**config.mk**
```make
export PLATFORM = sky130hd
export DESIGN_NAME = decode_stage_flat
export DESIGN_NICKNAME = d
export VERILOG_FILES = /design/src/hw/cpu_pkg.sv /design/src/hw/pipe_if.sv /design/src/hw/decode_stage.sv /design/src/flat_wrapper.sv
export SDC_FILE = /design/constraint.sdc
export NUM_CORES = 2
export LEC_CHECK = 0
export BUFFER_PORTS_ARGS = -buffer_cell sky130_fd_sc_hd__buf_2
export CAP_MARGIN = 25
export CORE_MARGIN = 4
export CORE_UTILIZATION = 40
export DETAILED_ROUTE_END_ITERATION = 10
export GPL_TIMING_DRIVEN = 1
export PLACE_DENSITY = 0.62
export SLEW_MARGIN = 20
export SYNTH_ARGS = -nofsm -noshare
export SYNTH_HDL_FRONTEND = slang
export SYNTH_SLANG_ARGS = --single-unit
```
**constraint.sdc**
```tcl
create_clock -name i_clk -period 114.9 [get_ports i_clk]
set_input_delay 22.98 -clock i_clk [delete_from_list [all_inputs] [get_ports i_clk]]
set_output_delay 22.98 -clock i_clk [all_outputs]
set_load 0.05 [all_outputs]
```
**src/hw/cpu_pkg.sv**
```systemverilog
`default_nettype none

package cpu_pkg;

    typedef logic [31:0] word_t;             // Data and instruction word
    typedef logic [4:0]  reg_addr_t;         // Register number

    // Instruction field positions
    localparam int OPCODE_MSB = 31;          // Top of the 6-bit opcode
    localparam int RS_LSB     = 21;          // First source register
    localparam int RT_LSB     = 16;          // Second source, or I-type dest
    localparam int RD_LSB     = 11;          // R-type destination
    localparam int FUNCT_LSB  = 0;           // R-type function field

    // Primary opcodes
    typedef enum logic [5:0] {
        OP_RTYPE = 6'h00,                    // ALU register-register group
        OP_ADDI  = 6'h08,                    // Add sign-extended immediate
        OP_LW    = 6'h23,                    // Load word
        OP_SW    = 6'h2B,                    // Store word
        OP_HALT  = 6'h3F                     // Stop the core
    } opcode_e;

    // R-type function codes
    typedef enum logic [5:0] {
        F_ADDU = 6'h21,
        F_SUBU = 6'h23,
        F_AND  = 6'h24,
        F_OR   = 6'h25,
        F_XOR  = 6'h26,
        F_SLT  = 6'h2A                       // Signed compare
    } funct_e;

    // ALU operations, decode to execute
    typedef enum logic [2:0] {
        ALU_ADD,
        ALU_SUB,
        ALU_AND,
        ALU_OR,
        ALU_XOR,
        ALU_SLT
    } alu_op_e;

    // All-zero word, an R-type with no valid funct, so it writes nothing
    localparam word_t NOP_WORD = '0;

endpackage

`default_nettype wire
```
**src/hw/pipe_if.sv**
```systemverilog
`timescale 1ns/100ps
`default_nettype none

// ID/EX pipeline register contents
interface id_ex_if;
    import cpu_pkg::*;

    word_t     data_1;                       // rs value after write-first bypass
    word_t     data_2;                       // rt value after write-first bypass
    reg_addr_t rs;                           // Source numbers for forwarding
    reg_addr_t rt;
    reg_addr_t dest;                         // rd or rt, already chosen
    word_t     imm;                          // Sign-extended immediate
    alu_op_e   alu_op;
    logic      alu_src;                      // Use imm as ALU operand B
    logic      mem_read;                     // Load, also selects writeback data
    logic      mem_write;                    // Store
    logic      reg_write;
    logic      halt;                         // HALT travelling down the pipe

    modport src (output data_1, data_2, rs, rt, dest, imm, alu_op, alu_src,
                 mem_read, mem_write, reg_write, halt);
    modport dst (input  data_1, data_2, rs, rt, dest, imm, alu_op, alu_src,
                 mem_read, mem_write, reg_write, halt);
endinterface


`default_nettype wire

```
**src/hw/decode_stage.sv**
```systemverilog
`timescale 1ns/100ps
`default_nettype none

module decode_stage (
    input  logic               i_clk,
    input  logic               i_reset,
    input  cpu_pkg::word_t     i_instr,      // From IF/ID
    input  logic               i_valid,
    input  cpu_pkg::word_t     i_wb_data,    // Writeback from MEM/WB
    input  cpu_pkg::reg_addr_t i_wb_dest,
    input  logic               i_wb_reg_write,
    input  cpu_pkg::reg_addr_t i_dbg_reg,    // Debug register select
    output logic               o_halt_seen,
    output cpu_pkg::word_t     o_dbg_reg_data,
    id_ex_if.src               id_ex
);
    import cpu_pkg::*;

    word_t     regs [32];                    // Register file
    opcode_e   opcode;
    funct_e    funct;
    reg_addr_t rs;
    reg_addr_t rt;
    reg_addr_t rd;
    word_t     rd_data_1;
    word_t     rd_data_2;
    word_t     imm_ext;
    alu_op_e   alu_op;
    logic      alu_src;
    logic      dest_rt;                      // I-type writes rt
    logic      mem_read;
    logic      mem_write;
    logic      reg_write;
    logic      halt;
    logic      live;                         // Instruction may take effect
    logic      halt_seen_q;                  // Sticky after HALT

    // Write-first read, so a value written this cycle is seen at once
    function automatic word_t read_port(input reg_addr_t addr);
        if (addr == '0) begin
            return '0;
        end else if (i_wb_reg_write && i_wb_dest == addr) begin
            return i_wb_data;
        end
        return regs[addr];
    endfunction

    assign opcode  = opcode_e'(i_instr[OPCODE_MSB -: $bits(opcode_e)]);
    assign funct   = funct_e'(i_instr[FUNCT_LSB +: $bits(funct_e)]);
    assign rs      = i_instr[RS_LSB +: $bits(reg_addr_t)];
    assign rt      = i_instr[RT_LSB +: $bits(reg_addr_t)];
    assign rd      = i_instr[RD_LSB +: $bits(reg_addr_t)];
    assign imm_ext = {{($bits(word_t) - RT_LSB){i_instr[RT_LSB-1]}}, i_instr[RT_LSB-1:0]};
    assign live    = i_valid && !halt_seen_q;

    always_comb begin
        rd_data_1 = read_port(rs);
        rd_data_2 = read_port(rt);
    end

    // Register file, r0 never written
    always_ff @(posedge i_clk or posedge i_reset) begin
        if (i_reset) begin
            for (int i = 0; i < 32; i++) begin
                regs[i] <= '0;
            end
        end else if (i_wb_reg_write && i_wb_dest != '0) begin
            regs[i_wb_dest] <= i_wb_data;
        end
    end

    assign o_dbg_reg_data = regs[i_dbg_reg];  // Array value, no bypass

    // Main decoder, unknown codes become bubbles
    always_comb begin
        alu_op    = ALU_ADD;
        alu_src   = 1'b0;
        dest_rt   = 1'b0;
        mem_read  = 1'b0;
        mem_write = 1'b0;
        reg_write = 1'b0;
        halt      = 1'b0;
        case (opcode)
            OP_RTYPE: begin
                reg_write = 1'b1;
                case (funct)
                    F_ADDU:  alu_op = ALU_ADD;
                    F_SUBU:  alu_op = ALU_SUB;
                    F_AND:   alu_op = ALU_AND;
                    F_OR:    alu_op = ALU_OR;
                    F_XOR:   alu_op = ALU_XOR;
                    F_SLT:   alu_op = ALU_SLT;
                    default: reg_write = 1'b0;   // NOP lands here
                endcase
            end
            OP_ADDI: begin
                alu_src   = 1'b1;
                dest_rt   = 1'b1;
                reg_write = 1'b1;
            end
            OP_LW: begin
                alu_src   = 1'b1;
                dest_rt   = 1'b1;
                mem_read  = 1'b1;
                reg_write = 1'b1;
            end
            OP_SW: begin
                alu_src   = 1'b1;
                mem_write = 1'b1;
            end
            OP_HALT: halt = 1'b1;
            default: ;
        endcase
    end

    // ID/EX control, bubble after reset or after HALT
    always_ff @(posedge i_clk or posedge i_reset) begin
        if (i_reset) begin
            id_ex.mem_read  <= 1'b0;
            id_ex.mem_write <= 1'b0;
            id_ex.reg_write <= 1'b0;
            id_ex.halt      <= 1'b0;
            halt_seen_q     <= 1'b0;
        end else begin
            id_ex.mem_read  <= live && mem_read;
            id_ex.mem_write <= live && mem_write;
            id_ex.reg_write <= live && reg_write;
            id_ex.halt      <= live && halt;
            if (live && halt) begin
                halt_seen_q <= 1'b1;
            end
        end
    end

    // ID/EX payload
    always_ff @(posedge i_clk) begin
        id_ex.data_1  <= rd_data_1;
        id_ex.data_2  <= rd_data_2;
        id_ex.rs      <= rs;
        id_ex.rt      <= rt;
        id_ex.dest    <= dest_rt ? rt : rd;
        id_ex.imm     <= imm_ext;
        id_ex.alu_op  <= alu_op;
        id_ex.alu_src <= alu_src;
    end

    assign o_halt_seen = halt_seen_q;

endmodule

`default_nettype wire

```
**src/flat_wrapper.sv**
```systemverilog
// flat-port wrapper written by rule: the top's interface ports become plain ports
module decode_stage_flat import cpu_pkg::*;
  (i_clk, i_reset, i_instr, i_valid, i_wb_data, i_wb_dest, i_wb_reg_write, i_dbg_reg, o_halt_seen, o_dbg_reg_data, id_ex_data_1, id_ex_data_2, id_ex_rs, id_ex_rt, id_ex_dest, id_ex_imm, id_ex_alu_op, id_ex_alu_src, id_ex_mem_read, id_ex_mem_write, id_ex_reg_write, id_ex_halt);
  id_ex_if id_ex_i ();
  input  logic i_clk;
  input  logic i_reset;
  input  cpu_pkg::word_t i_instr;
  input  logic i_valid;
  input  cpu_pkg::word_t i_wb_data;
  input  cpu_pkg::reg_addr_t i_wb_dest;
  input  logic i_wb_reg_write;
  input  cpu_pkg::reg_addr_t i_dbg_reg;
  output logic o_halt_seen;
  output cpu_pkg::word_t o_dbg_reg_data;
  output wire logic [$bits(id_ex_i.data_1)-1:0] id_ex_data_1;
  output wire logic [$bits(id_ex_i.data_2)-1:0] id_ex_data_2;
  output wire logic [$bits(id_ex_i.rs)-1:0] id_ex_rs;
  output wire logic [$bits(id_ex_i.rt)-1:0] id_ex_rt;
  output wire logic [$bits(id_ex_i.dest)-1:0] id_ex_dest;
  output wire logic [$bits(id_ex_i.imm)-1:0] id_ex_imm;
  output wire logic [$bits(id_ex_i.alu_op)-1:0] id_ex_alu_op;
  output wire logic [$bits(id_ex_i.alu_src)-1:0] id_ex_alu_src;
  output wire logic [$bits(id_ex_i.mem_read)-1:0] id_ex_mem_read;
  output wire logic [$bits(id_ex_i.mem_write)-1:0] id_ex_mem_write;
  output wire logic [$bits(id_ex_i.reg_write)-1:0] id_ex_reg_write;
  output wire logic [$bits(id_ex_i.halt)-1:0] id_ex_halt;
  assign id_ex_data_1 = id_ex_i.data_1;
  assign id_ex_data_2 = id_ex_i.data_2;
  assign id_ex_rs = id_ex_i.rs;
  assign id_ex_rt = id_ex_i.rt;
  assign id_ex_dest = id_ex_i.dest;
  assign id_ex_imm = id_ex_i.imm;
  assign id_ex_alu_op = id_ex_i.alu_op;
  assign id_ex_alu_src = id_ex_i.alu_src;
  assign id_ex_mem_read = id_ex_i.mem_read;
  assign id_ex_mem_write = id_ex_i.mem_write;
  assign id_ex_reg_write = id_ex_i.reg_write;
  assign id_ex_halt = id_ex_i.halt;
  decode_stage u_core (.i_clk(i_clk), .i_reset(i_reset), .i_instr(i_instr), .i_valid(i_valid), .i_wb_data(i_wb_data), .i_wb_dest(i_wb_dest), .i_wb_reg_write(i_wb_reg_write), .i_dbg_reg(i_dbg_reg), .o_halt_seen(o_halt_seen), .o_dbg_reg_data(o_dbg_reg_data), .id_ex(id_ex_i));
endmodule
```
==> results.sh <==
export IMPL_clk_latency_ns=0.79
export IMPL_fin_util=0.4489
export IMPL_startpoint_type="input port"
export IMPL_die_h_um=412.8
export IMPL_io_pins=230
export IMPL_drc_errors=0
export IMPL_tightest_slew_ns=1.205
export IMPL_cts_htree_levels=4
export IMPL_arrival_ns=27.11
export IMPL_cts_repair_resized=0
export IMPL_relSlewSlack=0.1965
export IMPL_seq_area_frac_synth=0.4230
export IMPL_cts_tree="yes"
export IMPL_clock_fmax_ghz=0.01996
export IMPL_via_per_inst=6.722
export IMPL_clockBufferDepth=3
export IMPL_vias=45070
export IMPL_avgRoutedWirePerCell_um=33.70
export IMPL_min_delay_start="u_core.regs[1007]"
export IMPL_yosys_area_top_type="dfrtp_1"
export IMPL_p_leak_nw=30.84
export IMPL_instances_no_fill=6705
export IMPL_place_gp_congestion=0.8151
export IMPL_r2r_cells=5
export IMPL_worstPathCellList="buf_8 > buf_4 > buf_4 > mux4_2 > mux4_2 > mux2_2 > buf_2"
export IMPL_cts_hold_buffers_added=0
export IMPL_hold_path_class="reg2reg"
export IMPL_setup_viol=0
export IMPL_synth_area_top_cells="dfrtp_1 (39%), mux4_2 (24%), mux2_2 (18%)"
export IMPL_synth_top_cell_area_share=0.3928
export IMPL_dpl_hpwl_um=121100
export IMPL_cap_violations=0
export IMPL_post_place_ws_ns=64.69
export IMPL_grt_pass1_vias=44970
export IMPL_finalClockSkew_ns=0.02629
export IMPL_core_um2=162800
export IMPL_fin_area_um2=73060
export IMPL_p_per_area_nw_per_um2=17.81
export IMPL_grt_max_degree=167
export IMPL_worstPathMaxFanout=76
export IMPL_syn_avg_cell_area_um2=14.57
export IMPL_drt_wl_total_um=226000
export IMPL_path_class="in2out"
export IMPL_firstDrtPassIters=7
export IMPL_cts_sink_count=1128
export IMPL_grt_overflow_total=0
export IMPL_min_to="u_core.regs[1007]"
export IMPL_cp_required_ns=91.92
export IMPL_drt_iter0_drc=5572
export IMPL_yosysWarnings=0
export IMPL_dieArea_um2=170400
export IMPL_fin_crit_ns=50.09
export IMPL_final_nets=4489
export IMPL_critPathTopFamily="buffers and inverters"
export IMPL_area_delta_synth_final_pct=11.45
export IMPL_cp_slowest_cell="buf_4"
export IMPL_layout_drive_gt1_share=0.5175
export IMPL_cts_buffers=134
export IMPL_period_share=0.4359
export IMPL_critical_path_buf_inv_count=4
export IMPL_post_cts_buffers=0
export IMPL_min_path_cells=0
export IMPL_layout_common_cells="mux2_2 (1052), dfrtp_1 (1029), mux4_2 (688), mux2i_1 (322), buf_2 (219)"
export IMPL_ant_nets=0
export IMPL_hold_worst_slack_ns=0.4169
export IMPL_syn_nets=4577
export IMPL_netlist_area_um2=65560
export IMPL_hold_viol=0
export IMPL_rsz0062_at_grt="no"
export IMPL_maxSlewViolCount=0
export IMPL_cp_slowest_stage_delay_ns=0.86
export IMPL_fp_row_count=148
export IMPL_synthArstFlopShare=0.9122
export IMPL_synth_seq_cells=1128
export IMPL_post_dp_cell_area_um2=68210
export IMPL_rrSetupSlack_ns=112.89
export IMPL_vdd_ir_drop_worst_mv=0.01320
export IMPL_clk_pin_slew_ns=0.06
export IMPL_rr_startpoint="u_core.regs[57]"
export IMPL_io_buffers=229
export IMPL_die_w_um=412.8
export IMPL_mostFrequentLayoutCell="mux2_2"
export IMPL_start_util=0.4028
export IMPL_grt_use_total=0.2633
export IMPL_clockRootBuffer="clkbuf_16"
export IMPL_synthDistinctLibCells=54
export IMPL_antenna_found_initial=21
export IMPL_synth_edf_count=0
export IMPL_tns_ns=0
export IMPL_syn_inst=4499
export IMPL_rr_endpoint="u_core.id_ex.data_1[25]"
export IMPL_status="completed"
export IMPL_grt_pass1_wl_um=328300
export IMPL_endpoint_kind="primary output"
export IMPL_total_power_mw=1.301
export IMPL_synth_ff_type="dfrtp_1"
export IMPL_worst_slack_ns=64.81
export IMPL_dp_cells=6444
power by group:
group | total, mW | switching [mW] | internal [mW]
Combinational | 0.303 | 0.135 | 0.168
Sequential | 0.546 | 0.0767 | 0.469
Clock | 0.452 | 0.181 | 0.271
Total | 1.30 | 0.393 | 0.908
synth_stat cells (2+ instances only):
cell type	instances
a311o_1	4
o311ai_0	6
o22ai_1	55
a311oi_1	7
nand2_1	148
o221ai_1	45
a21boi_0	2
nand3_1	15
a21oi_1	43
or3b_2	2
a211oi_1	65
mux4_2	688
buf_1	76
dfrtp_1	1029
a2111oi_0	4
or3_1	3
nor4_1	3
a41oi_1	4
buf_6	2
dfxtp_1	99
nand4_1	5
nor3b_1	26
xor2_1	9
a22oi_1	104
nor2_1	30
o21ai_0	26
mux2i_1	322
o211ai_1	14
mux2_2	1052
clkbuf_1	310
nand2b_1	3
nor3_1	26
xnor2_1	3
nor2b_1	15
nand3b_1	10
a21o_1	2
and2_1	4
buf_2	122
a22o_1	35
buf_4	34
or2_2	3
a32o_1	32
per-layer routing:
layer  routed length (um)  vias up  global-route usage  share of wire
met1                91870    24190              0.3646           0.41
met4                 9317        8              0.1028          0.041
li1                     -    17670                   -              -
met3                24040      541             0.07604           0.11
met2               100700     2659              0.3917           0.45
met5                   50        -                   0        0.00022
state kept, by name, indices dropped and copies added (netlist names):
signal / count
u_core.id_ex.imm: 16
u_core.id_ex.alu_src: 1
u_core.o_halt_seen: 1
u_core.id_ex.mem_read: 1
u_core.id_ex.alu_op: 3
u_core.id_ex.reg_write: 1
u_core.id_ex.rt: 5
u_core.id_ex.rs: 5
u_core.id_ex.data_1: 32
u_core.regs: 1024
u_core.id_ex.dest: 5
u_core.id_ex.mem_write: 1
u_core.id_ex.halt: 1
u_core.id_ex.data_2: 32
worst max-delay path by stage:
stage                 start            endpoint  slack (ns)  cells past startpoint
2_1_floorplan       i_reset   u_core.id_ex.halt       62.96                      1
3_3_place_gp   i_dbg_reg[0]  o_dbg_reg_data[29]       64.80                      7
3_5_place_dp   i_dbg_reg[0]  o_dbg_reg_data[22]       64.69                      7
4_1_cts        i_dbg_reg[0]  o_dbg_reg_data[22]       64.70                      7
5_1_grt        i_dbg_reg[0]  o_dbg_reg_data[24]       64.47                      7
6_report       i_dbg_reg[0]  o_dbg_reg_data[24]       64.81                      7
cell type report:
class / count / area, um^2
Tap cell: 2175 / 2721
Inverter: 1 / 11.26
Clock buffer: 184 / 3911
Multi-Input combinational cell: 2826 / 35820
Antenna cell: 8 / 20.02
Sequential cell: 1128 / 27730
Fill cell: 14230 / 89710
Clock inverter: 63 / 765.7
Timing Repair Buffer: 320 / 2081
logic make-up after synthesis:
family / share of synthesized area
AO/OA/AOI/OAI: 0.05176
XOR/XNOR: 0.001603
AND/OR/NAND/NOR: 0.02174
flip-flops: 0.4230
buffers and inverters: 0.03571
multiplexers: 0.4662
Note: power is estimated with default switching activity, not from simulation.
